<file path="config.mk">
export PLATFORM = sky130hd
export DESIGN_NAME = score_fifo
export DESIGN_NICKNAME = d
export VERILOG_FILES = /design/src/hw/attn_pkg.sv /design/src/hw/score_fifo.sv
export SDC_FILE = /design/constraint.sdc
export NUM_CORES = 1
export LEC_CHECK = 0
export ABC_AREA = 1
export BUFFER_PORTS_ARGS = -buffer_cell sky130_fd_sc_hd__buf_2
export CORE_MARGIN = 1.5
export CORE_UTILIZATION = 40
export DETAILED_ROUTE_END_ITERATION = 10
export PLACE_DENSITY_LB_ADDON = 0.1
export SYNTH_ARGS = -nofsm -noshare
export SYNTH_HDL_FRONTEND = slang
export SYNTH_SLANG_ARGS = --single-unit
</file>
<file path="constraint.sdc">
create_clock -name clk -period 1.9 [get_ports clk]
set_clock_uncertainty 0.15 [all_clocks]
set_input_delay 0.095 -clock clk [delete_from_list [all_inputs] [get_ports clk]]
set_output_delay 0.095 -clock clk [all_outputs]
set_load 0.05 [all_outputs]
</file>
<file path="src/hw/attn_pkg.sv">
// =========================================================================
// Shared definitions for the attention scoring front end
// FP32 word types, the raw/field union, stream item structs, mask word
// Truncating FP32 multiply and add used by the datapath
// =========================================================================

`default_nettype none

package attn_pkg;

    // Vector storage length, lanes above D_MODEL are ignored
    localparam int MAX_D_MODEL = 8;

    typedef logic [31:0] fp32_t;
    typedef logic [3:0]  seq_idx_t;

    typedef struct packed {
        logic        sign;
        logic [7:0]  expo;
        logic [22:0] frac;
    } fp32_fields_s;

    // Same word seen as raw bits or as IEEE fields
    typedef union packed {
        fp32_t        bits;
        fp32_fields_s f;
    } fp32_word_u;

    // About -1.26e9, replaces masked scores
    localparam fp32_t MASK_WORD = 32'hCE96_7699;

    typedef struct packed {
        fp32_t [MAX_D_MODEL-1:0] query;
        fp32_t [MAX_D_MODEL-1:0] key;
        seq_idx_t                row;
        seq_idx_t                col;
    } qk_pair_s;

    typedef struct packed {
        fp32_t    score;
        seq_idx_t row;
        seq_idx_t col;
    } score_s;

    // =========================================================================
    // FP32 arithmetic, truncating, no zero/inf/NaN handling
    // =========================================================================

    function automatic fp32_t fp32_mul(fp32_t a, fp32_t b);
        fp32_word_u  ua;
        fp32_word_u  ub;
        fp32_word_u  res;
        logic [23:0] mant_a;
        logic [23:0] mant_b;
        logic [47:0] mant_p;
        logic [7:0]  exp_r;
        ua.bits = a;
        ub.bits = b;
        mant_a  = {1'b1, ua.f.frac};
        mant_b  = {1'b1, ub.f.frac};
        mant_p  = mant_a * mant_b;
        // Biased exponent sum wraps in 8 bits
        exp_r   = ua.f.expo + ub.f.expo - 8'd127;
        if (mant_p[47]) begin
            mant_p = mant_p >> 1;
            exp_r  = exp_r + 8'd1;
        end
        res.f.sign = ua.f.sign ^ ub.f.sign;
        res.f.expo = exp_r;
        // Hidden bit sits at 46, fraction below it truncated
        res.f.frac = mant_p[45:23];
        return res.bits;
    endfunction

    function automatic fp32_t fp32_add(fp32_t a, fp32_t b);
        fp32_word_u  ua;
        fp32_word_u  ub;
        fp32_word_u  res;
        logic        sign_r;
        logic [7:0]  exp_r;
        logic [23:0] mant_a;
        logic [23:0] mant_b;
        logic [24:0] mant_r;
        ua.bits = a;
        ub.bits = b;
        sign_r  = ua.f.sign;
        mant_a  = {1'b1, ua.f.frac};
        mant_b  = {1'b1, ub.f.frac};
        // Align smaller operand
        if (ua.f.expo > ub.f.expo) begin
            mant_b = mant_b >> (ua.f.expo - ub.f.expo);
            exp_r  = ua.f.expo;
        end else begin
            mant_a = mant_a >> (ub.f.expo - ua.f.expo);
            exp_r  = ub.f.expo;
        end
        if (ua.f.sign == ub.f.sign) begin
            mant_r = mant_a + mant_b;
            if (mant_r[24]) begin
                mant_r = mant_r >> 1;
                exp_r  = exp_r + 8'd1;
            end
        end else if (mant_a > mant_b) begin
            mant_r = mant_a - mant_b;
        end else begin
            mant_r = mant_b - mant_a;
            sign_r = ub.f.sign;
        end
        // Left normalize, at most 23 shifts for a nonzero mantissa
        for (int i = 0; i < 24; i++) begin
            if (!mant_r[23] && (exp_r != 8'd0)) begin
                mant_r = mant_r << 1;
                exp_r  = exp_r - 8'd1;
            end
        end
        // Exact cancellation drains the exponent to zero
        if (mant_r == 25'd0) begin
            exp_r = 8'd0;
        end
        res.f.sign = sign_r;
        res.f.expo = exp_r;
        res.f.frac = mant_r[22:0];
        return res.bits;
    endfunction

endpackage

`default_nettype wire

</file>
<file path="src/hw/score_fifo.sv">
// =========================================================================
// Output buffer of finished scores
// Circular storage with read/write pointers and occupancy count
// =========================================================================

`default_nettype none

module score_fifo #(
    parameter int FIFO_DEPTH = 4
) (
    input  logic             clk,
    input  logic             rst_n,
    input  logic             push,
    input  attn_pkg::score_s push_data,
    input  logic             pop,
    output attn_pkg::score_s pop_data,
    output logic             empty
);
    import attn_pkg::*;

    localparam int AW = (FIFO_DEPTH > 1) ? $clog2(FIFO_DEPTH) : 1;
    localparam int CW = $clog2(FIFO_DEPTH + 1);

    score_s        mem [FIFO_DEPTH];
    logic [AW-1:0] wr_ptr;
    logic [AW-1:0] rd_ptr;
    logic [CW-1:0] count;
    logic          full;

    assign empty    = (count == '0);
    assign full     = (count == CW'(FIFO_DEPTH));
    // Head item shown directly
    assign pop_data = mem[rd_ptr];

    always_ff @(posedge clk) begin
        if (push) begin
            mem[wr_ptr] <= push_data;
        end
    end

    always_ff @(posedge clk or negedge rst_n) begin
        if (!rst_n) begin
            wr_ptr <= '0;
            rd_ptr <= '0;
            count  <= '0;
        end else begin
            // Pointers wrap at FIFO_DEPTH, any depth
            if (push) begin
                wr_ptr <= (wr_ptr == AW'(FIFO_DEPTH - 1)) ? '0 : wr_ptr + 1'b1;
            end
            if (pop) begin
                rd_ptr <= (rd_ptr == AW'(FIFO_DEPTH - 1)) ? '0 : rd_ptr + 1'b1;
            end
            case ({push, pop})
                2'b10:   count <= count + 1'b1;
                2'b01:   count <= count - 1'b1;
                default: count <= count;
            endcase
        end
    end

    // Input credits keep the producer from overrunning the buffer
    a_no_overflow : assert property (@(posedge clk) disable iff (!rst_n)
        push |-> !full);
    // Output control pops only with data present
    a_no_underflow : assert property (@(posedge clk) disable iff (!rst_n)
        pop |-> !empty);

endmodule

`default_nettype wire

</file>
### Word-level counts from Yosys, hierarchy flattened

Memory sizes are Yosys's and may differ from the RTL's.
Cells that the tools add are included.

| cells by class | value |
|---|---|
| $add $sub $neg | 4 |
| equality and inequality tests | 4 |
| mux-type cells | 5 |
| reduce and logical (&&, ||, !) cells | 2 |

Operators by type and width:

| operator | number |
|---|---|
| $eq 2x2->1 const B | 3 |
| $pmux 3 s2 | 1 |
| $add 2x1->2 const B | 2 |
| $mux 2 | 2 |
| $add 3x1->3 const B | 1 |
| $logic_not 3->1 | 1 |
| $sub 3x1->3 const B | 1 |
| $eq 2x1->1 const B | 1 |
| $mux 1 | 2 |
| $reduce_bool 2->1 | 1 |

| word-level totals | value |
|---|---|
| flip-flop bits (word level) | 7 |
| RAM bits | 160 |
| input port bits | 44 |
| logic and storage cells | 19 |
| memories kept | 1 |

Memories:

| name | words | width | rd ports | clocked after memory_dff | wr ports | RTL line | text |
|---|---|---|---|---|---|---|---|
| mem | 4 | 40 | 1 | 0 | 1 | score_fifo.sv:24 | `score_s mem [FIFO_DEPTH];` |

### Depth between registers and ports, before layout

Gate-level depths: netlist of run 1.

| depth | value |
|---|---|
| depth after elaboration | 2 |
| gate-level depth with buffers | 10 |

### Worst setup path before layout of run 1

No wires, ideal clock.

| timing path | value |
|---|---|
| path type | reg2reg |
| start point | reg wr_ptr[0] |
| end point | mem mem[2][0] (netlist bit), enable pin |
| arrival | 1463 ps |
| slack | -108 ps |
| stages on the path, launching flop included | 5 |
| buffers on the path | 0 |
| period minus slack after synthesis | 2008 ps |
| path through | dfrtp_1 inv_1 ha_1 nand2_1 inv_1 |

RTL lines:

| item | RTL line | text |
|---|---|---|
| from (decl) | score_fifo.sv:25 | `logic [AW-1:0] wr_ptr;` |
| from (signal assigned) | score_fifo.sv:49 | `wr_ptr <= (wr_ptr == AW'(FIFO_DEPTH - 1)) ? '0 : wr_ptr + 1'b1;` |
| to (decl) | score_fifo.sv:24 |  |

No word-level cell before the write port.

==> reports/metrics.cfg, run 1 <==
[cts]
insertion_delay_ns=0.41
clock-sinks=167
numCtsBuffers=17
clock-root-buffer=clkbuf_16
clk_pin_slew_ns=0.06
htree_levels=4
clockBufferDepth=2
cts_tree=done

[synthesis]
synth_cell_types=20
yosysTopAreaCellShare=0.696
ys_seq_elements=167
syn_area_per_cell_um2=13.3
syn-num-nets=571
yosys_warnings=0
netlist_instances=520
synth_largest_area_cell=edfxtp_1
netlist_area_um2=6900
synth.area.top_cells=edfxtp_1, nand2_1, o211ai_1
ys_seq_area_frac=0.721

[worst_setup_path]
timing.rr.end=mem[0][24]$_DFFE_PP_
path_cells=inv_8 -> buf_8 -> nand2_1 -> o211ai_1 -> nand2_1 -> buf_2
rr_worst_depth=5
start_kind=flop
cp.arrival_ns=1.66
cp_top_family=buffers and inverters
r2r-start=wr_ptr[0]$_DFFE_PN0P_
critPathBufInv=3
critPathCapture=pop_data[6]
critPathLaunch=rd_ptr[0]$_DFFE_PN0P_
critPathKind=reg2out
cp-end-kind=primary output
cpMostUsedCell=nand2_1
slowest_delay_ns=0.45
required_ns=1.65
path_depth=6
regToRegSetupSlack_ns=0.27
crit_fanout=19
critPathSlowestCell=dfrtp_2

[final_layout]
drive_gt1_frac=0.253
synthToLayoutAreaGrowth_pct=29.9
antenna_cells_inserted=0
fin_nets=715

[global_route]
grt_pass1_vias=4229
grt_usage=0.163
overflow=0
grt_max_degree=37
antenna_found_initial=0
grt_pass1_wl_um=22100

[hold_path]
hp-class=in2reg

[pwr]
power.total_mw=14.8
power_leakage_nw=3.67
powerDensity_nw_per_um2=1650
peakVddDrop_uv=832

[die]
rows=47
dieArea_um2=18100
core_um2=16700
start_util=0.413
ios=85
fp.dieH_um=134
die_w_um=134

[run_status]
outcome=finished with violations
violations=negative setup slack

[sta]
rsz0062_at_grt=yes
fin_crit_ns=1.90
drv_slew=0
maxSlewHeadroom=0.748
max_freq_ghz=0.526
finalHoldViolCount=0
worst_pin_slew_ns=0.377
setup_viol=1
worst_slack_ns=-0.0000742
fin_crit_sh=1.00
fin_tns_setup_ns=-0.0000742

[drt]
wl_per_cell_um=15.6
drt_wl_total_um=14000
drtPass1Iterations=4
drc=0
via_per_inst=4.69
ant_nets=0
vias=4204
initialDrtViolationCount=217

[placement]
io_buffer_count=84
hpwl_um=8070
place_ws_ns=0.258
place.gp.congestion=0.730

[job]
drv_cap=0

-- metal layers --
metal  track usage  part of all wire  vias up
met1         0.220              0.48     2040
li1              -                 -     2084
met4        0.0609             0.011        0
met3        0.0344             0.029       11
met2         0.262              0.48       69
met5             0                 0        -
-- worst min-delay path by stage --
stage,start,endpoint,slack (ns),depth (start not counted)
CTS,push_data[1],mem[0][1]$_DFFE_PP_,0.26,2
detailed placement,rst_n,count[2]$_DFFE_PN0P_,-0.20,1
floorplan,rst_n,count[0]$_DFFE_PN0P_,-0.35,0
global route,push_data[7],mem[0][7]$_DFFE_PP_,0.27,2
global placement,rst_n,count[2]$_DFFE_PN0P_,-0.20,1
finish,push_data[7],mem[2][7]$_DFFE_PP_,0.28,2
-- cells in the mapped netlist (all sizes together) --
cell / n
edfxtp: 160
nand2: 133
inv: 95
o211ai: 80
buf: 26
dfrtp: 7
ha: 6
o21ai: 5
nor2: 2
clkbuf: 1
fa: 1
nand3: 1
nand4: 1
nor3: 1
xnor2: 1
-- layout make-up --
cell class / instances / area, um2
multi-input cells: 231 / 1370
clock inverters: 10 / 93.8
repair buffers: 151 / 1370
flip-flops and latches: 167 / 4980
repair inverters: 1 / 3.75
clock buffers: 22 / 494
fillers: 1446 / 7730
inverters: 95 / 379
well taps: 220 / 275
-- layout by cell type (no fill, tap or decap), types with 3 or more instances in the layout --
cell           synthesis  routed
ha_1                   6       6
dfrtp_1                7       5
nand2_1              133     133
inv_1                 93      89
clkbuf_4               0       3
buf_4                  1      17
clkinvlp_4             0       7
edfxtp_1             160     160
clkinv_2               0       3
o21ai_0                3       3
clkbuf_8               0       5
buf_6                 10      15
o211ai_2              23      23
o211ai_1              57      57
dlygate4sd3_1          0      44
clkbuf_16              0      19
buf_2                 15      57
buf_16                 0       3
buf_12                 0       9
-- report_power, final --
part	switching [mW]	total, mW	internal, mW
sequential	0.192	4.92	4.73
combinational	4.45	6.56	2.11
clock	1.36	3.34	1.98
-- timing repair --
| item | 4_1_cts | 5_1_grt |
|---|---|---|
| cloned | 3 | 2 |
| buffers inserted | 4 | 0 |
| hold buffers | 44 | 0 |
| hold endpoints to repair | 173 | 0 |
| resized for setup | 45 | 6 |
| pin swaps | 2 | 0 |
| endpoints found under the setup margin | 38 | 39 |
-- kinds of logic (layout without fill, tap and decap cells) --
| family | after synthesis | after routing | share of synthesized area |
|---|---|---|---|
| DFF | 167 | 167 | 0.721 |
| and+or+nand+nor | 138 | 138 | 0.0758 |
| buffers and inverters | 122 | 279 | 0.0805 |
| AOI/OAI and AO/OA | 85 | 85 | 0.107 |
| adders and majority gates | 7 | 7 | 0.0138 |
| xor gates and xnor gates | 1 | 1 | 0.00127 |
-- through the flow --
step | std cells | area, um2 | utilization | hold WS [ns]
floorplan | 520 | 6920 | - | -0.351
global placement | 813 | 7660 | 0.459 | -0.204
detailed placement | 813 | 7660 | 0.459 | -0.201
CTS | 896 | 8920 | 0.534 | 0.259
global route | 897 | 8970 | 0.537 | 0.268
finish | 897 | 8970 | 0.537 | 0.277
-- flip-flops by register name (all words and copies together), names as in the netlist --
register and flops:
mem 160, rd_ptr 2, count 3, wr_ptr 2
-- worst reg2reg max path, delay by kind of cell (launching register included) --
kind,cells,cell delay (ns)
adder cells (fa/ha/maj),1,0.15
buffers and inverters,3,0.51
flip-flops,1,0.42
AND/OR/NAND/NOR,1,0.08
Note: power is estimated with default switching activity, not from simulation.
==> inputs of run 2 (changes only) <==
- ABC_CLOCK_PERIOD_IN_PS: not set -> 1900
- SKIP_LAST_GASP: not set -> 1
==> run 2 against run 1 <==
  * The flow now finishes without violations
  * Total power is 0.55% lower
  * Critical path depth stayed put
  * Final cell count is 0.11% lower
  * Flip-flop and latch count stayed put
  * Maximum frequency is 0.14% higher
  * Sequential power hardly changed
  * Hold slack better by 0.0028 ns
  * Critical path type unchanged
  * Critical endpoint unchanged
==> reports/metrics.cfg, run 2 (same netlist as run 1, synthesis figures left out) <==
[run_status]
outcome=finished clean

[final_layout]
fillCellCount=1446
largestRegisters=mem (160), count (3)
final_cell_mix=edfxtp_1, nand2_1, inv_1
multiInputGateArea_um2=1370
fin_nets=714
synthToLayoutAreaGrowth_pct=29.5
registers.top_by_ff_count=mem
drive_gt1_frac=0.251
largest_reg_flops=160
antenna_cells_inserted=0
regArea_um2=4980
layout_commonest_cell=edfxtp_1
post-route-util=0.535

[worst_setup_path]
critPathLaunch=rd_ptr[0]$_DFFE_PN0P_
critPathCapture=pop_data[6]
cp.arrival_ns=1.65
rr_worst_depth=5
timing.rr.end=mem[0][29]$_DFFE_PP_
crit_fanout=19
start_kind=flop
slowest_delay_ns=0.45
path_cells=inv_8 -> buf_6 -> nand2_1 -> o211ai_1 -> nand2_1 -> buf_2
cp-end-kind=primary output
cpMostUsedCell=nand2_1
r2r-start=wr_ptr[0]$_DFFE_PN0P_
required_ns=1.65
critPathSlowestCell=dfrtp_2
regToRegSetupSlack_ns=0.27
critPathKind=reg2out

[drt]
wl_per_cell_um=15.4
via_per_inst=4.65
drt_wl_total_um=13800
drtPass1Iterations=4
drc=0
vias=4170
ant_nets=0
initialDrtViolationCount=213

[sta]
finalHoldViolCount=0
fin_crit_sh=0.999
worst_slack_ns=0.00265
rsz0062_at_grt=yes
setup_viol=0
drv_slew=0
whs_ns=0.280
fin_tns_setup_ns=0
fin_crit_ns=1.90
maxSlewHeadroom=0.743
worst_pin_slew_ns=0.385
max_freq_ghz=0.527

[global_route]
grt_pass1_wl_um=22000
grt_usage=0.163
met3_usage=0.0344
grt_pass1_vias=4221
grt.busiest_layer=met2
grt_max_degree=37
met1_usage=0.220
antenna_found_initial=0
use_met2=0.261
overflow=0

[die]
dieArea_um2=18100
ios=85
core_um2=16700
fp.dieH_um=134
rows=47
start_util=0.413
die_w_um=134

[placement]
place_ws_ns=0.258
hpwl_um=8070
io_buffer_count=84
place.gp.congestion=0.730

[cts]
clock-root-buffer=clkbuf_16
clock-sinks=167
clockBufferDepth=2
numCtsBuffers=17
insertion_delay_ns=0.41
clk_pin_slew_ns=0.06
htree_levels=4
cts_tree=done

[pwr]
powerDensity_nw_per_um2=1650
power_leakage_nw=3.66
peakVddDrop_uv=889
power.total_mw=14.7

[job]
drv_cap=0

[hold_path]
hp-class=in2reg
hold_depth=2

==> run 2: worst min path at each step <==
stage	start	endpoint	slack (ns)
after global placement	rst_n	count[2]$_DFFE_PN0P_	-0.20
after detailed placement	rst_n	count[2]$_DFFE_PN0P_	-0.20
after global routing	push_data[4]	mem[1][4]$_DFFE_PP_	0.26
after floorplan	rst_n	count[0]$_DFFE_PN0P_	-0.35
after CTS	push_data[1]	mem[0][1]$_DFFE_PP_	0.26
final	push_data[7]	mem[2][7]$_DFFE_PP_	0.28
==> run 2: area by class of cell <==
type,count,share of cell area
well taps,220,0.0308
multi-input cells,231,0.153
clock buffers,22,0.0553
clock inverters,10,0.0105
inverters,95,0.0424
flip-flops and latches,167,0.557
repair buffers,150,0.150
repair inverters,1,0.000420
==> run 2: timing repair <==
action	in CTS	in global routing
resized for setup	37	25
setup buffers	4	0
hold buffers	44	0
gates cloned	3	1
endpoints found under the hold margin	173	0
setup endpoints to repair	38	39
pin swaps	0	2
==> run 2: routing by layer <==
metal	part of all wire	routed length, um
met4	0.0079	108
met1	0.48	6600
met3	0.029	403
met2	0.48	6640
met5	0	0
==> run 2: critical path: cells and delay by family, from the launching register on <==
| family | cells | cell delay, ns |
|---|---|---|
| AO/OA/AOI/OAI | 1 | 0.09 |
| AND/OR/NAND/NOR | 2 | 0.15 |
| flip-flops | 1 | 0.45 |
| buffers and inverters | 3 | 0.55 |
==> run 2: metrics by stage <==
step                      instances  area [um2]
after CTS                       896        8900
after floorplan                 520        6920
after detailed placement        813        7660
after global placement          813        7660
after global routing            896        8940
final                           896        8940
==> run 2: where the power goes <==
part	switching (mW)	internal, mW
Clock	1.35	1.98
Sequential	0.192	4.73
Combinational	4.41	2.08
