## src/hw/attn_credit_ctrl.sv

```systemverilog
// =========================================================================
// Flow control for the scoring pipeline
// Stage valid shift register, output credit counter, input credit return
// =========================================================================

`default_nettype none

module attn_credit_ctrl #(
    parameter int OUT_CREDITS = 2
) (
    input  logic       clk,
    input  logic       rst_n,
    input  logic       in_valid,
    input  logic       fifo_empty,
    input  logic       out_credit,
    output logic [2:0] stage_valid,
    output logic       fifo_pop,
    output logic       in_credit,
    output logic       out_valid
);

    localparam int CW = $clog2(OUT_CREDITS + 1);

    logic [CW-1:0] credit_cnt;

    // Send when consumer has room and data waits
    assign fifo_pop  = (credit_cnt != '0) && !fifo_empty;
    assign out_valid = fifo_pop;

    // =========================================================================
    // Pipeline valids
    // =========================================================================

    // Every valid item is accepted, top flag is the FIFO write
    always_ff @(posedge clk or negedge rst_n) begin
        if (!rst_n) begin
            stage_valid <= '0;
        end else begin
            stage_valid <= {stage_valid[1:0], in_valid};
        end
    end

    // =========================================================================
    // Credits
    // =========================================================================

    always_ff @(posedge clk or negedge rst_n) begin
        if (!rst_n) begin
            credit_cnt <= CW'(OUT_CREDITS);
            in_credit  <= 1'b0;
        end else begin
            case ({out_credit, fifo_pop})
                2'b10:   credit_cnt <= credit_cnt + 1'b1;
                2'b01:   credit_cnt <= credit_cnt - 1'b1;
                default: credit_cnt <= credit_cnt;
            endcase
            // One buffer slot freed, one producer credit back
            in_credit <= fifo_pop;
        end
    end

    a_credit_max : assert property (@(posedge clk) disable iff (!rst_n)
        credit_cnt <= CW'(OUT_CREDITS));
    // Consumer holds no credit while the counter is full
    a_credit_ret : assert property (@(posedge clk) disable iff (!rst_n)
        out_credit |-> (credit_cnt < CW'(OUT_CREDITS)));

endmodule

`default_nettype wire

```

## config.mk

```make
export PLATFORM = sky130hd
export DESIGN_NAME = attn_credit_ctrl
export DESIGN_NICKNAME = d
export VERILOG_FILES = /design/src/hw/attn_credit_ctrl.sv
export SDC_FILE = /design/constraint.sdc
export NUM_CORES = 1
export LEC_CHECK = 0
export BUFFER_PORTS_ARGS = -buffer_cell sky130_fd_sc_hd__clkbuf_2
export CORE_AREA = 2 2 39 41
export CTS_BUF_LIST = sky130_fd_sc_hd__clkbuf_4
export DETAILED_ROUTE_END_ITERATION = 7
export DIE_AREA = 0 0 41 43
export SLEW_MARGIN = 20
export SYNTH_ARGS = -nofsm -noshare
export SYNTH_HDL_FRONTEND = slang
export SYNTH_SLANG_ARGS = --single-unit
```

## constraint.sdc

```tcl
create_clock -name clk -period 1.41 [get_ports clk]
set_clock_uncertainty 0.15 [all_clocks]
set_input_delay 0.0705 -clock clk [delete_from_list [all_inputs] [get_ports clk]]
set_output_delay 0.0705 -clock clk [all_outputs]
set_load 0.1 [all_outputs]
```

======== Word-level counts from Yosys, hierarchy flattened ========
Index checks and enable logic that the tools add are counted.
storage, ports and cells
  logic and storage cells ................. 12
  register bits ........................... 6
  output and inout bits ................... 6
operators by class
  reduce and logical (&&, ||, !) cells .... 4
  mux-type cells .......................... 1
  equality and inequality tests ........... 2
  add/subtract/negate cells ............... 2
operators by type and width
  operator             number
  $pmux 2 s2           1
  $reduce_bool 2->1    2
  $add 2x1->2 const B  1
  $eq 2x1->1 const B   1
  $eq 2x2->1 const B   1
  $sub 2x1->2 const B  1
  $logic_and 1x1->1    1
  $logic_not 1->1      1

======== Logic depth before layout (Yosys ltp) ========
Gate-level depths: netlist of run 1.
  depth in word-level cells ............... 4
  depth in mapped cells ................... 6
  gate-level depth less buffers ........... 6

======== Least setup slack after synthesis of run 1 ========
OpenSTA, ideal clock, no wires.
  path kind ............................... reg-to-reg
  from .................................... register credit_cnt[1]
  to ...................................... register credit_cnt[1]
  arrival ................................. 2.646 ns
  required time ........................... 1.185 ns
  stages on the path, launching flop included .. 6
  path slack .............................. -1.461 ns
  setup time .............................. 0.075 ns
  period minus slack after synthesis ...... 2.871 ns
  buffers on the path ..................... 0
  path through ............................ dfstp_2 > nor2_1 > nor2_1 > ha_1 > nor2_1 > xor2_1
between the ends
  longest elaborated chain between the ends .. 4
  elaborated cells on any way between the ends .. 8
RTL lines
  item                                                    RTL line  text
  start, declared                                         24        logic [CW-1:0] credit_cnt;
  start signal, assigned                                  49        credit_cnt <= CW'(OUT_CREDITS);
  start signal, assigned                                  53        2'b10: credit_cnt <= credit_cnt + 1'b1;
  start signal, assigned                                  54        2'b01: credit_cnt <= credit_cnt - 1'b1;
  $reduce_bool 2->1 *                                     27        assign fifo_pop = (credit_cnt != '0) && !fifo_empty;
  $logic_and 1x1->1 *                                     27
  named net fifo_pop                                      17        output logic fifo_pop,
  $eq 2x1->1 / $eq 2x2->1 (equally long branches)         52        case ({out_credit, fifo_pop})
  $pmux 2 s2 / $reduce_bool 2->1 (equally long branches)  --
Mark *: on every way through the listed nets, which the timed path passes. The rest lies on a longest branch.
A chain may end at the register's enable or synchronous reset.

======== Worst setup path in the final report of run 1 ========
  from .................................... register credit_cnt[1]
  to ...................................... output out_valid
between the ends
  longest elaborated chain between the ends .. 2
RTL lines
  item               RTL line  text
  $reduce_bool 2->1  27
  $logic_and 1x1->1  27
  end, declared      19        output logic out_valid
No other way between the ends.

==> results of run 1 <==
-- critical path, stage by stage (launching register included) --
cell,delay (ns)
dfstp_2,0.53
nor2_2,0.05
nor2_4,0.11
buf_6,0.13
buf_12,0.17
-- power by group through the flow --
stage	Sequential [uW]	Clock, uW	Combinational [uW]
after floorplan	364	0	285
after global placement	259	0	535
after detailed placement	258	0	539
after CTS	253	198	570
after global routing	263	211	611
final	256	187	586
-- final timing paths --
| check | start | slack [ns] | cells after the start | endpoint |
|---|---|---|---|---|
| setup reg to reg | credit_cnt[1]$_DFFE_PN1P_ | 0.03 | 5 | credit_cnt[1]$_DFFE_PN1P_ |
| hold / removal | fifo_empty | -0.002 | 3 | in_credit$_DFF_PN0_ |
| hold reg to reg | stage_valid[0]$_DFF_PN0_ | 0.22 | 0 | stage_valid[1]$_DFF_PN0_ |
| setup / recovery | credit_cnt[1]$_DFFE_PN1P_ | -0.04 | 4 | out_valid |
| max in group asynchronous | rst_n | 0.85 | 2 | credit_cnt[1]$_DFFE_PN1P_ |
| min in group asynchronous | rst_n | 0.03 | 2 | stage_valid[1]$_DFF_PN0_ |
-- timing repair --
item | in CTS | in global routing
hold endpoints to repair | 8 | 1
pin swaps | 1 | 3
setup endpoints to repair | 2 | 3
buffers inserted | 1 | 0
gates resized for setup | 1 | 1
-- logic make-up (layout without fill, tap and decap cells) --
logic type / Yosys count / in the layout / share of synthesized area [%]
adder cells (fa/ha/maj): 1 / 1 / 5.88
flip-flops: 6 / 6 / 71.2
XOR/XNOR: 3 / 3 / 12.4
buffers and inverters: 2 / 20 / 5.29
AND/OR/NAND/NOR: 3 / 3 / 5.29
-- area by class of cell --
| cell class | instances | area share [%] |
|---|---|---|
| Sequential cell | 6 | 36.1 |
| Timing Repair Buffer | 15 | 30.1 |
| Inverter | 1 | 0.896 |
| Tap cell | 16 | 4.78 |
| Clock buffer | 4 | 7.16 |
| Multi-Input combinational cell | 7 | 20.9 |
-- flip-flops by register name, summed over array words and instances, names as in the netlist --
register     cells
stage_valid      3
credit_cnt       2
in_credit        1
-- placed cells by master (no fill, tap or decap) --
| cell type | count |
|---|---|
| buf_12 | 2 |
| dfstp_2 | 1 |
| buf_4 | 2 |
| xnor2_2 | 1 |
| dlygate4sd3_1 | 2 |
| nor2_4 | 2 |
| dfrtp_1 | 5 |
| xor2_1 | 1 |
| buf_6 | 1 |
| inv_1 | 1 |
| nor2_2 | 1 |
| xnor2_1 | 1 |
| clkbuf_4 | 4 |
| clkbuf_2 | 8 |
| ha_4 | 1 |
-- stage by stage --
| step | worst slack [ns] | setup TNS, ns |
|---|---|---|
| final | -0.0405 | -0.0804 |
| after global routing | -0.0979 | -0.211 |
| after CTS | -0.0613 | -0.122 |
| after detailed placement | 0.0153 | 0 |
| after floorplan | -0.481 | -1.28 |
| after global placement | 0.0150 | 0 |
-- metal layers --
layer	wire length [um]	up-vias	track usage, %
met5	0	-	0
met4	0	0	8.00
met3	35	0	3.14
met2	200	6	6.56
met1	136	87	6.45
li1	-	80	-
==> impl_metrics.yaml, run 1 <==
run_status:
  outcome: "complete, but fails checks"
  violations: "negative hold slack, negative setup slack"
grt:
  grt_pass1_wl_um: 641
  antenna_found_initial: 0
  grt_usage_pct: 5.93
  grt_pass1_vias: 171
  grt_max_degree: 7
  overflow: 0
synthesis:
  synth.most_common_cell: "dfrtp_1"
  yosysSeqAreaShare_pct: 71.2
  synthTopCellsByArea: "dfrtp_1 (59%), dfstp_2 (12%), xnor2_1 (8.2%)"
  synth_top_area_share_pct: 58.8
  synth_cell_types: 8
  syn_avg_cell_area_um2: 14.2
  synth_common_cells: "dfrtp_1 (5), nor2_1 (3), xnor2_1 (2)"
  synth_cells: 15
  synth_ff_type: "dfrtp_1"
  ys_warn_count: 0
  synth-seq-cells: 6
  synth_top_cell_by_area: "dfrtp_1"
  syn_nets: 21
  synth_edf_count: 0
  async_reset_ff_share_pct: 100
  synth_area_um2: 213
sta:
  worstMarginPinSlew_ns: 0.541
  setup_ws_ns: -0.0405
  slew_viol_final: 0
  min_period_over_period_pct: 103
  rsz0062_at_grt: "yes"
  relSlewSlack_pct: 64.1
  fin_crit_ns: 1.45
  whs_ns: -0.00180
  max_freq_mhz: 689
  hold_viol: 1
  finalSetupViolations: 2
critical_path:
  worstPathMaxFanout: 3
  start_kind: "flip-flop"
  cp.arrival_ns: 1.23
  crit_type: "reg -> out"
  worst_setup_path_end_kind: "output pin"
  worstPathRequired_ns: 1.19
floorplanning:
  rows: 14
  coreArea_um2: 1380
  ios: 11
  die_w_um: 41
  die_h_um: 43
  start_util_pct: 15.4
  dieArea_um2: 1760
clock_tree:
  cts.clk_slew.worst_paths_ns: 0.04
  cts.sinks: 6
  clockRootBuffer: "clkbuf_4"
  clock_latency_ns: 0.24
  htreeDepth: 1
  cts_tree: "yes"
  clockBufferDepth: 2
  cts_hold_buf: 2
  cts_buffers: 3
place:
  globalplace.congestion: 0.551
  dp.cells: 42
  hpwl_um: 285
  portBuffers: 10
  placed_area_um2: 353
detailed_routing:
  drt_pass1_iterations: 1
  vias: 173
  ant_nets: 0
  drt_wl_total_um: 372
  first_iter_violations: 0
  vias_per_cell: 3.53
  wl_per_cell_um: 7.59
  route.detailed.drc: 0
finish:
  nets: 40
  multi_input_area_um2: 87.6
  register_area_um2: 151
  area_growth_pct: 97.1
  n_fill_cell: 151
  fin_area_um2: 419
  diodes: 0
  fin_util_pct: 30.3
  final_cells: 49
  layout-drive-gt1-share_pct: 69.7
power_and_ir_drop:
  ir_drop_mv: 0.428
  p_seq_share_pct: 24.9
  p_int_uw: 583
  finalPower_uw: 1030
  p_per_area_nw_per_um2: 2450
  p_clk_share_pct: 18.2
  switching_share_pct: 43.3
  p_switching_uw: 445
  leakage_uw: 0.000198
  p_comb_share_pct: 57.0
worst_hold_path:
  hold_class: "in -> reg"
run:
  cap_violations: 0
(Power assumes the default switching activity.)
==> run 2: changes to the inputs <==
==> constraint.sdc (replaced) <==
create_clock -name clk -period 1.41 [get_ports clk]
set_clock_uncertainty 0.15 [all_clocks]
set_input_delay 0.0705 -clock clk [delete_from_list [all_inputs] [get_ports clk]]
set_output_delay 0.0705 -clock clk [all_outputs]
set_load 0.05 [all_outputs]
==> run 2 against run 1 <==
Effect of this change:
- the run still ends with negative hold slack, negative setup slack left
- power is 9.8% lower
- maximum frequency is 0.42% lower
- largest power group unchanged
- worst setup slack worse by 0.0061 ns
- die area stayed put
- clock power is 5% higher
- clock-buffer cell count stayed put
- sequential share of layout area is 0.84 points lower
- final cell count stayed put
- register-to-register slack worse by 0.02 ns
- non-clock buffer count stayed put
==> impl_metrics.yaml, run 2 (synthesized netlist as in run 1, its figures left out) <==
power_and_ir_drop:
  p_per_area_nw_per_um2: 2160
  p_int_uw: 592
  leakage_uw: 0.000203
  finalPower_uw: 928
  p_seq_share_pct: 27.5
  p_clk_share_pct: 21.2
  p_switching_uw: 336
  p_comb_share_pct: 51.3
  switching_share_pct: 36.2
  ir_drop_mv: 0.382
finish:
  largest-register: "stage_valid"
  nets: 40
  layout_commonest_cell: "clkbuf_2"
  area_growth_pct: 102
  register_area_um2: 151
  reg_top3: "stage_valid x3, credit_cnt x2, in_credit x1"
  largest_reg_flops: 3
  diodes: 0
  n_fill_cell: 135
  fin_area_um2: 429
  layout-drive-gt1-share_pct: 69.7
  multi_input_area_um2: 87.6
  layout_common_cells: "clkbuf_2 (8), dfrtp_1 (5), clkbuf_4 (4)"
sta:
  whs_ns: -0.0146
  relSlewSlack_pct: 81.3
  rsz0062_at_grt: "yes"
  max_freq_mhz: 687
  slew_viol_final: 0
  setup_ws_ns: -0.0466
  min_period_over_period_pct: 103
  hold_viol: 1
  worstMarginPinSlew_ns: 0.282
  fin_crit_ns: 1.46
  finalSetupViolations: 2
clock_tree:
  cts.clk_slew.worst_paths_ns: 0.05
  clockBufferDepth: 2
  clock_latency_ns: 0.25
  cts.sinks: 6
  cts_tree: "yes"
  clockRootBuffer: "clkbuf_4"
  htreeDepth: 1
  cts_buffers: 3
  cts_hold_buf: 2
floorplanning:
  rows: 14
  coreArea_um2: 1380
  die_w_um: 41
  ios: 11
  dieArea_um2: 1760
  die_h_um: 43
  start_util_pct: 15.4
critical_path:
  rr_startpoint: "credit_cnt[1]$_DFFE_PN1P_"
  crit_type: "reg -> out"
  worstPathRequired_ns: 1.19
  start_kind: "flip-flop"
  cp.arrival_ns: 1.24
  worstPathMaxFanout: 3
  worst_setup_path_end_kind: "output pin"
  crit_start: "credit_cnt[1]$_DFFE_PN1P_"
place:
  globalplace.congestion: 0.567
  portBuffers: 10
  placed_area_um2: 323
  hpwl_um: 298
grt:
  grt_pass1_vias: 172
  grt_usage_pct: 6.82
  antenna_found_initial: 0
  grt_pass1_wl_um: 710
  overflow: 0
  grt_max_degree: 7
detailed_routing:
  route.detailed.drc: 0
  drt_pass1_iterations: 2
  wl_per_cell_um: 9.39
  first_iter_violations: 1
  vias_per_cell: 3.51
  drt_wl_total_um: 460
  vias: 172
  ant_nets: 0
run_status:
  outcome: "complete, but fails checks"
  violations: "negative hold slack, negative setup slack"
worst_hold_path:
  hold_path_startpoint: "fifo_empty"
  hold_class: "in -> reg"
run:
  cap_violations: 0
run 2: timing repair:
action	CTS	global route
pin swaps	1	3
setup buffers	1	0
setup endpoints to repair	3	3
gates resized for setup	7	1
hold endpoints to repair	8	1
run 2: path summary, 6_finish.rpt:
path	depth (start not counted)	slack (ns)	endpoint
setup / recovery	4	-0.05	out_valid
hold / removal	3	-0.01	in_credit$_DFF_PN0_
setup reg to reg	5	0.01	credit_cnt[1]$_DFFE_PN1P_
hold reg to reg	0	0.22	stage_valid[2]$_DFF_PN0_
max in group asynchronous	2	0.86	credit_cnt[1]$_DFFE_PN1P_
min in group asynchronous	2	0.03	stage_valid[0]$_DFF_PN0_
run 2: layout make-up:
type                            count  share of cell area, %
Sequential cell                     6                   35.3
Timing Repair Buffer               15                   31.8
Multi-Input combinational cell      7                   20.4
Clock buffer                        4                   7.00
Tap cell                           16                   4.66
Inverter                            1                  0.875
run 2: through the flow:
step	util (%)	setup slack (ns)	setup TNS (ns)	hold WS [ns]	instances
after floorplan	-	-0.239	-0.405	-0.375	15
after global placement	23.3	0.0130	0	-0.252	42
after detailed placement	23.3	-0.00777	-0.00777	-0.247	42
after CTS	30.7	-0.0553	-0.110	-0.0208	49
after global routing	31.0	-0.0934	-0.239	-0.0194	49
final	31.0	-0.0466	-0.0899	-0.0146	49
run 2: power by group through the flow:
stage               clock [uW]  sequential (uW)  combinational, uW
CTS                        201              255                459
floorplan                    0              315                218
detailed placement           0              258                356
global placement             0              259                351
finish                     197              255                476
global route               216              263                505
run 2: worst max-delay path: stages (launching register included):
cell and delay, ns:
dfstp_2 0.54, nor2_2 0.05, nor2_4 0.11, buf_6 0.13, clkbuf_16 0.16
run 2: layer usage:
layer | vias to the layer above | global-route usage (%) | part of all wire [%]
met4 | 0 | 8.00 | 1.7
li1 | 81 | - | -
met5 | - | 0 | 0
met2 | 8 | 11.6 | 61
met1 | 81 | 5.13 | 31
met3 | 2 | 1.57 | 6.1
==> run 3: changes to the inputs <==
--- a/config.mk
+++ b/config.mk
@@ -5,11 +5,11 @@
 export SDC_FILE = /design/constraint.sdc
 export NUM_CORES = 1
 export LEC_CHECK = 0
-export BUFFER_PORTS_ARGS = -buffer_cell sky130_fd_sc_hd__clkbuf_2
 export CORE_AREA = 2 2 39 41
 export CTS_BUF_LIST = sky130_fd_sc_hd__clkbuf_4
 export DETAILED_ROUTE_END_ITERATION = 7
 export DIE_AREA = 0 0 41 43
+export DONT_BUFFER_PORTS = 1
 export SLEW_MARGIN = 20
 export SYNTH_ARGS = -nofsm -noshare
 export SYNTH_HDL_FRONTEND = slang
==> run 3 against run 2 <==
Effect of this change:
- the flow now finishes without violations
- worst setup slack improved by 0.050 ns
- worst hold slack improved by 0.034 ns
- design area fell by 13%
- critical endpoint unchanged
- largest cell class unchanged
- highest routed layer is now met3
==> impl_metrics.yaml, run 3 (synthesized netlist as in run 1, its figures left out) <==
critical_path:
  rr_startpoint: "credit_cnt[1]$_DFFE_PN1P_"
  crit_chain: "nor2_2 > nor2_4 > buf_6"
  cp_slowest_cell: "dfstp_2"
  worstPathMaxFanout: 3
  worstPathRequired_ns: 1.19
  r2r_setup_slack_ns: 0.01
  cp.arrival_ns: 1.19
  rr_endpoint: "credit_cnt[1]$_DFFE_PN1P_"
  crit_end: "out_valid"
  cpPeakStageDelay_ns: 0.54
  crit_type: "reg -> out"
  worst_setup_path_end_kind: "output pin"
  crit_start: "credit_cnt[1]$_DFFE_PN1P_"
  start_kind: "flip-flop"
  rr_worst_depth: 5
clock_tree:
  clockBufferDepth: 2
  clockRootBuffer: "clkbuf_4"
  cts.clk_slew.worst_paths_ns: 0.05
  htreeDepth: 1
  cts_buffers: 3
  clock_latency_ns: 0.24
  cts.sinks: 6
  cts_tree: "yes"
  cts_setup_buffers: 0
place:
  globalplace.congestion: 0.573
  placed_area_um2: 295
  hpwl_um: 366
  portBuffers: 0
sta:
  worstMarginPinSlew_ns: 0.450
  fin_crit_ns: 1.41
  min_period_over_period_pct: 99.7
  setup-tns-final_ns: 0
  relSlewSlack_pct: 70.0
  slew_viol_final: 0
  rsz0062_at_grt: "yes"
  max_freq_mhz: 711
  whs_ns: 0.0192
  finalSetupViolations: 0
  hold_viol: 0
power_and_ir_drop:
  ir_drop_mv: 0.353
  finalPower_uw: 831
  p_per_area_nw_per_um2: 2220
  leakage_uw: 0.000165
finish:
  largest-register: "stage_valid"
  largest_reg_flops: 3
  layout-drive-gt1-share_pct: 55.6
  diodes: 0
  nets: 34
  area_growth_pct: 75.9
  layout_common_cells: "dfrtp_1 (5), clkbuf_4 (4), dlygate4sd3_1 (4), buf_4 (4), nor2_4 (2)"
  reg_top3: "stage_valid x3, credit_cnt x2, in_credit x1"
  fin_util_pct: 27.0
  layout_commonest_cell: "dfrtp_1"
  fin_area_um2: 374
detailed_routing:
  drt_pass1_iterations: 1
  drt_wl_total_um: 440
  first_iter_violations: 0
  wl_per_cell_um: 10.2
  vias: 144
  ant_nets: 0
  route.detailed.drc: 0
  vias_per_cell: 3.35
grt:
  overflow: 0
  antenna_found_initial: 0
  grt_max_degree: 7
  grt_pass1_vias: 181
  grt_pass1_wl_um: 759
  grt_usage_pct: 6.84
floorplanning:
  coreArea_um2: 1380
  ios: 11
  start_util_pct: 15.4
  rows: 14
  die_w_um: 41
  die_h_um: 43
  dieArea_um2: 1760
worst_hold_path:
  hold_class: "in -> reg"
run:
  cap_violations: 0
run_status:
  outcome: "complete, no violations"
[run 3: cell count changes in the layout (fill, tap and decap cells not counted)]
| cell | change |
|---|---|
| dlygate4sd3_1 | +2 |
| buf_4 | +2 |
| clkbuf_2 | -8 |
| clkbuf_16 | -2 |
[run 3: worst min path at each step]
stage | startpoint | depth (start not counted) | slack (ns) | end
finish | out_credit | 3 | 0.02 | credit_cnt[0]$_DFFE_PN0P_
global route | out_credit | 3 | 0.02 | credit_cnt[0]$_DFFE_PN0P_
CTS | out_credit | 3 | 0.01 | credit_cnt[0]$_DFFE_PN0P_
detailed placement | rst_n | 0 | -0.37 | in_credit$_DFF_PN0_
global placement | rst_n | 0 | -0.37 | stage_valid[2]$_DFF_PN0_
floorplan | rst_n | 0 | -0.38 | credit_cnt[0]$_DFFE_PN0P_
[run 3: what timing repair did]
item                                    CTS  global route
pin swaps                                 4             1
hold buffers                              4             0
endpoints found under the setup margin    3             3
endpoints found under the hold margin     8             0
resized for setup                         2             0
gates cloned                              0             0
[run 3: area by class of cell]
cell class | instances | area [um^2]
tap | 16 | 20.0
clock buffer | 4 | 30.0
inverter | 1 | 3.75
multi-input combinational | 7 | 87.6
sequential | 6 | 151
timing repair buffer | 9 | 81.3
fill | 140 | 1010
[run 3: power breakdown]
group	internal (uW)	switching [uW]	leakage, uW
Sequential	229	65.3	0.0000694
Clock	126	62.7	0.0000184
Combinational	158	190	0.0000768
[run 3: layer usage]
layer	global-route usage, %	share of wire [%]	up-vias
met1	4.85	30	70
met5	0	0	-
met2	11.9	63	6
met4	8.00	0	0
li1	-	-	68
met3	1.57	6.6	0
[run 3: stage by stage]
stage,cells,worst slack [ns]
finish,43,0.00356
detailed placement,35,-0.00813
global placement,35,0.0338
global route,43,-0.0558
CTS,43,-0.0105
floorplan,15,-0.239
[run 3: critical path: cells and delay by family, from the launching register on]
kind / cells / cell delay, ns
flip-flops: 1 / 0.54
buffers and inverters: 1 / 0.24
AND/OR/NAND/NOR: 2 / 0.16
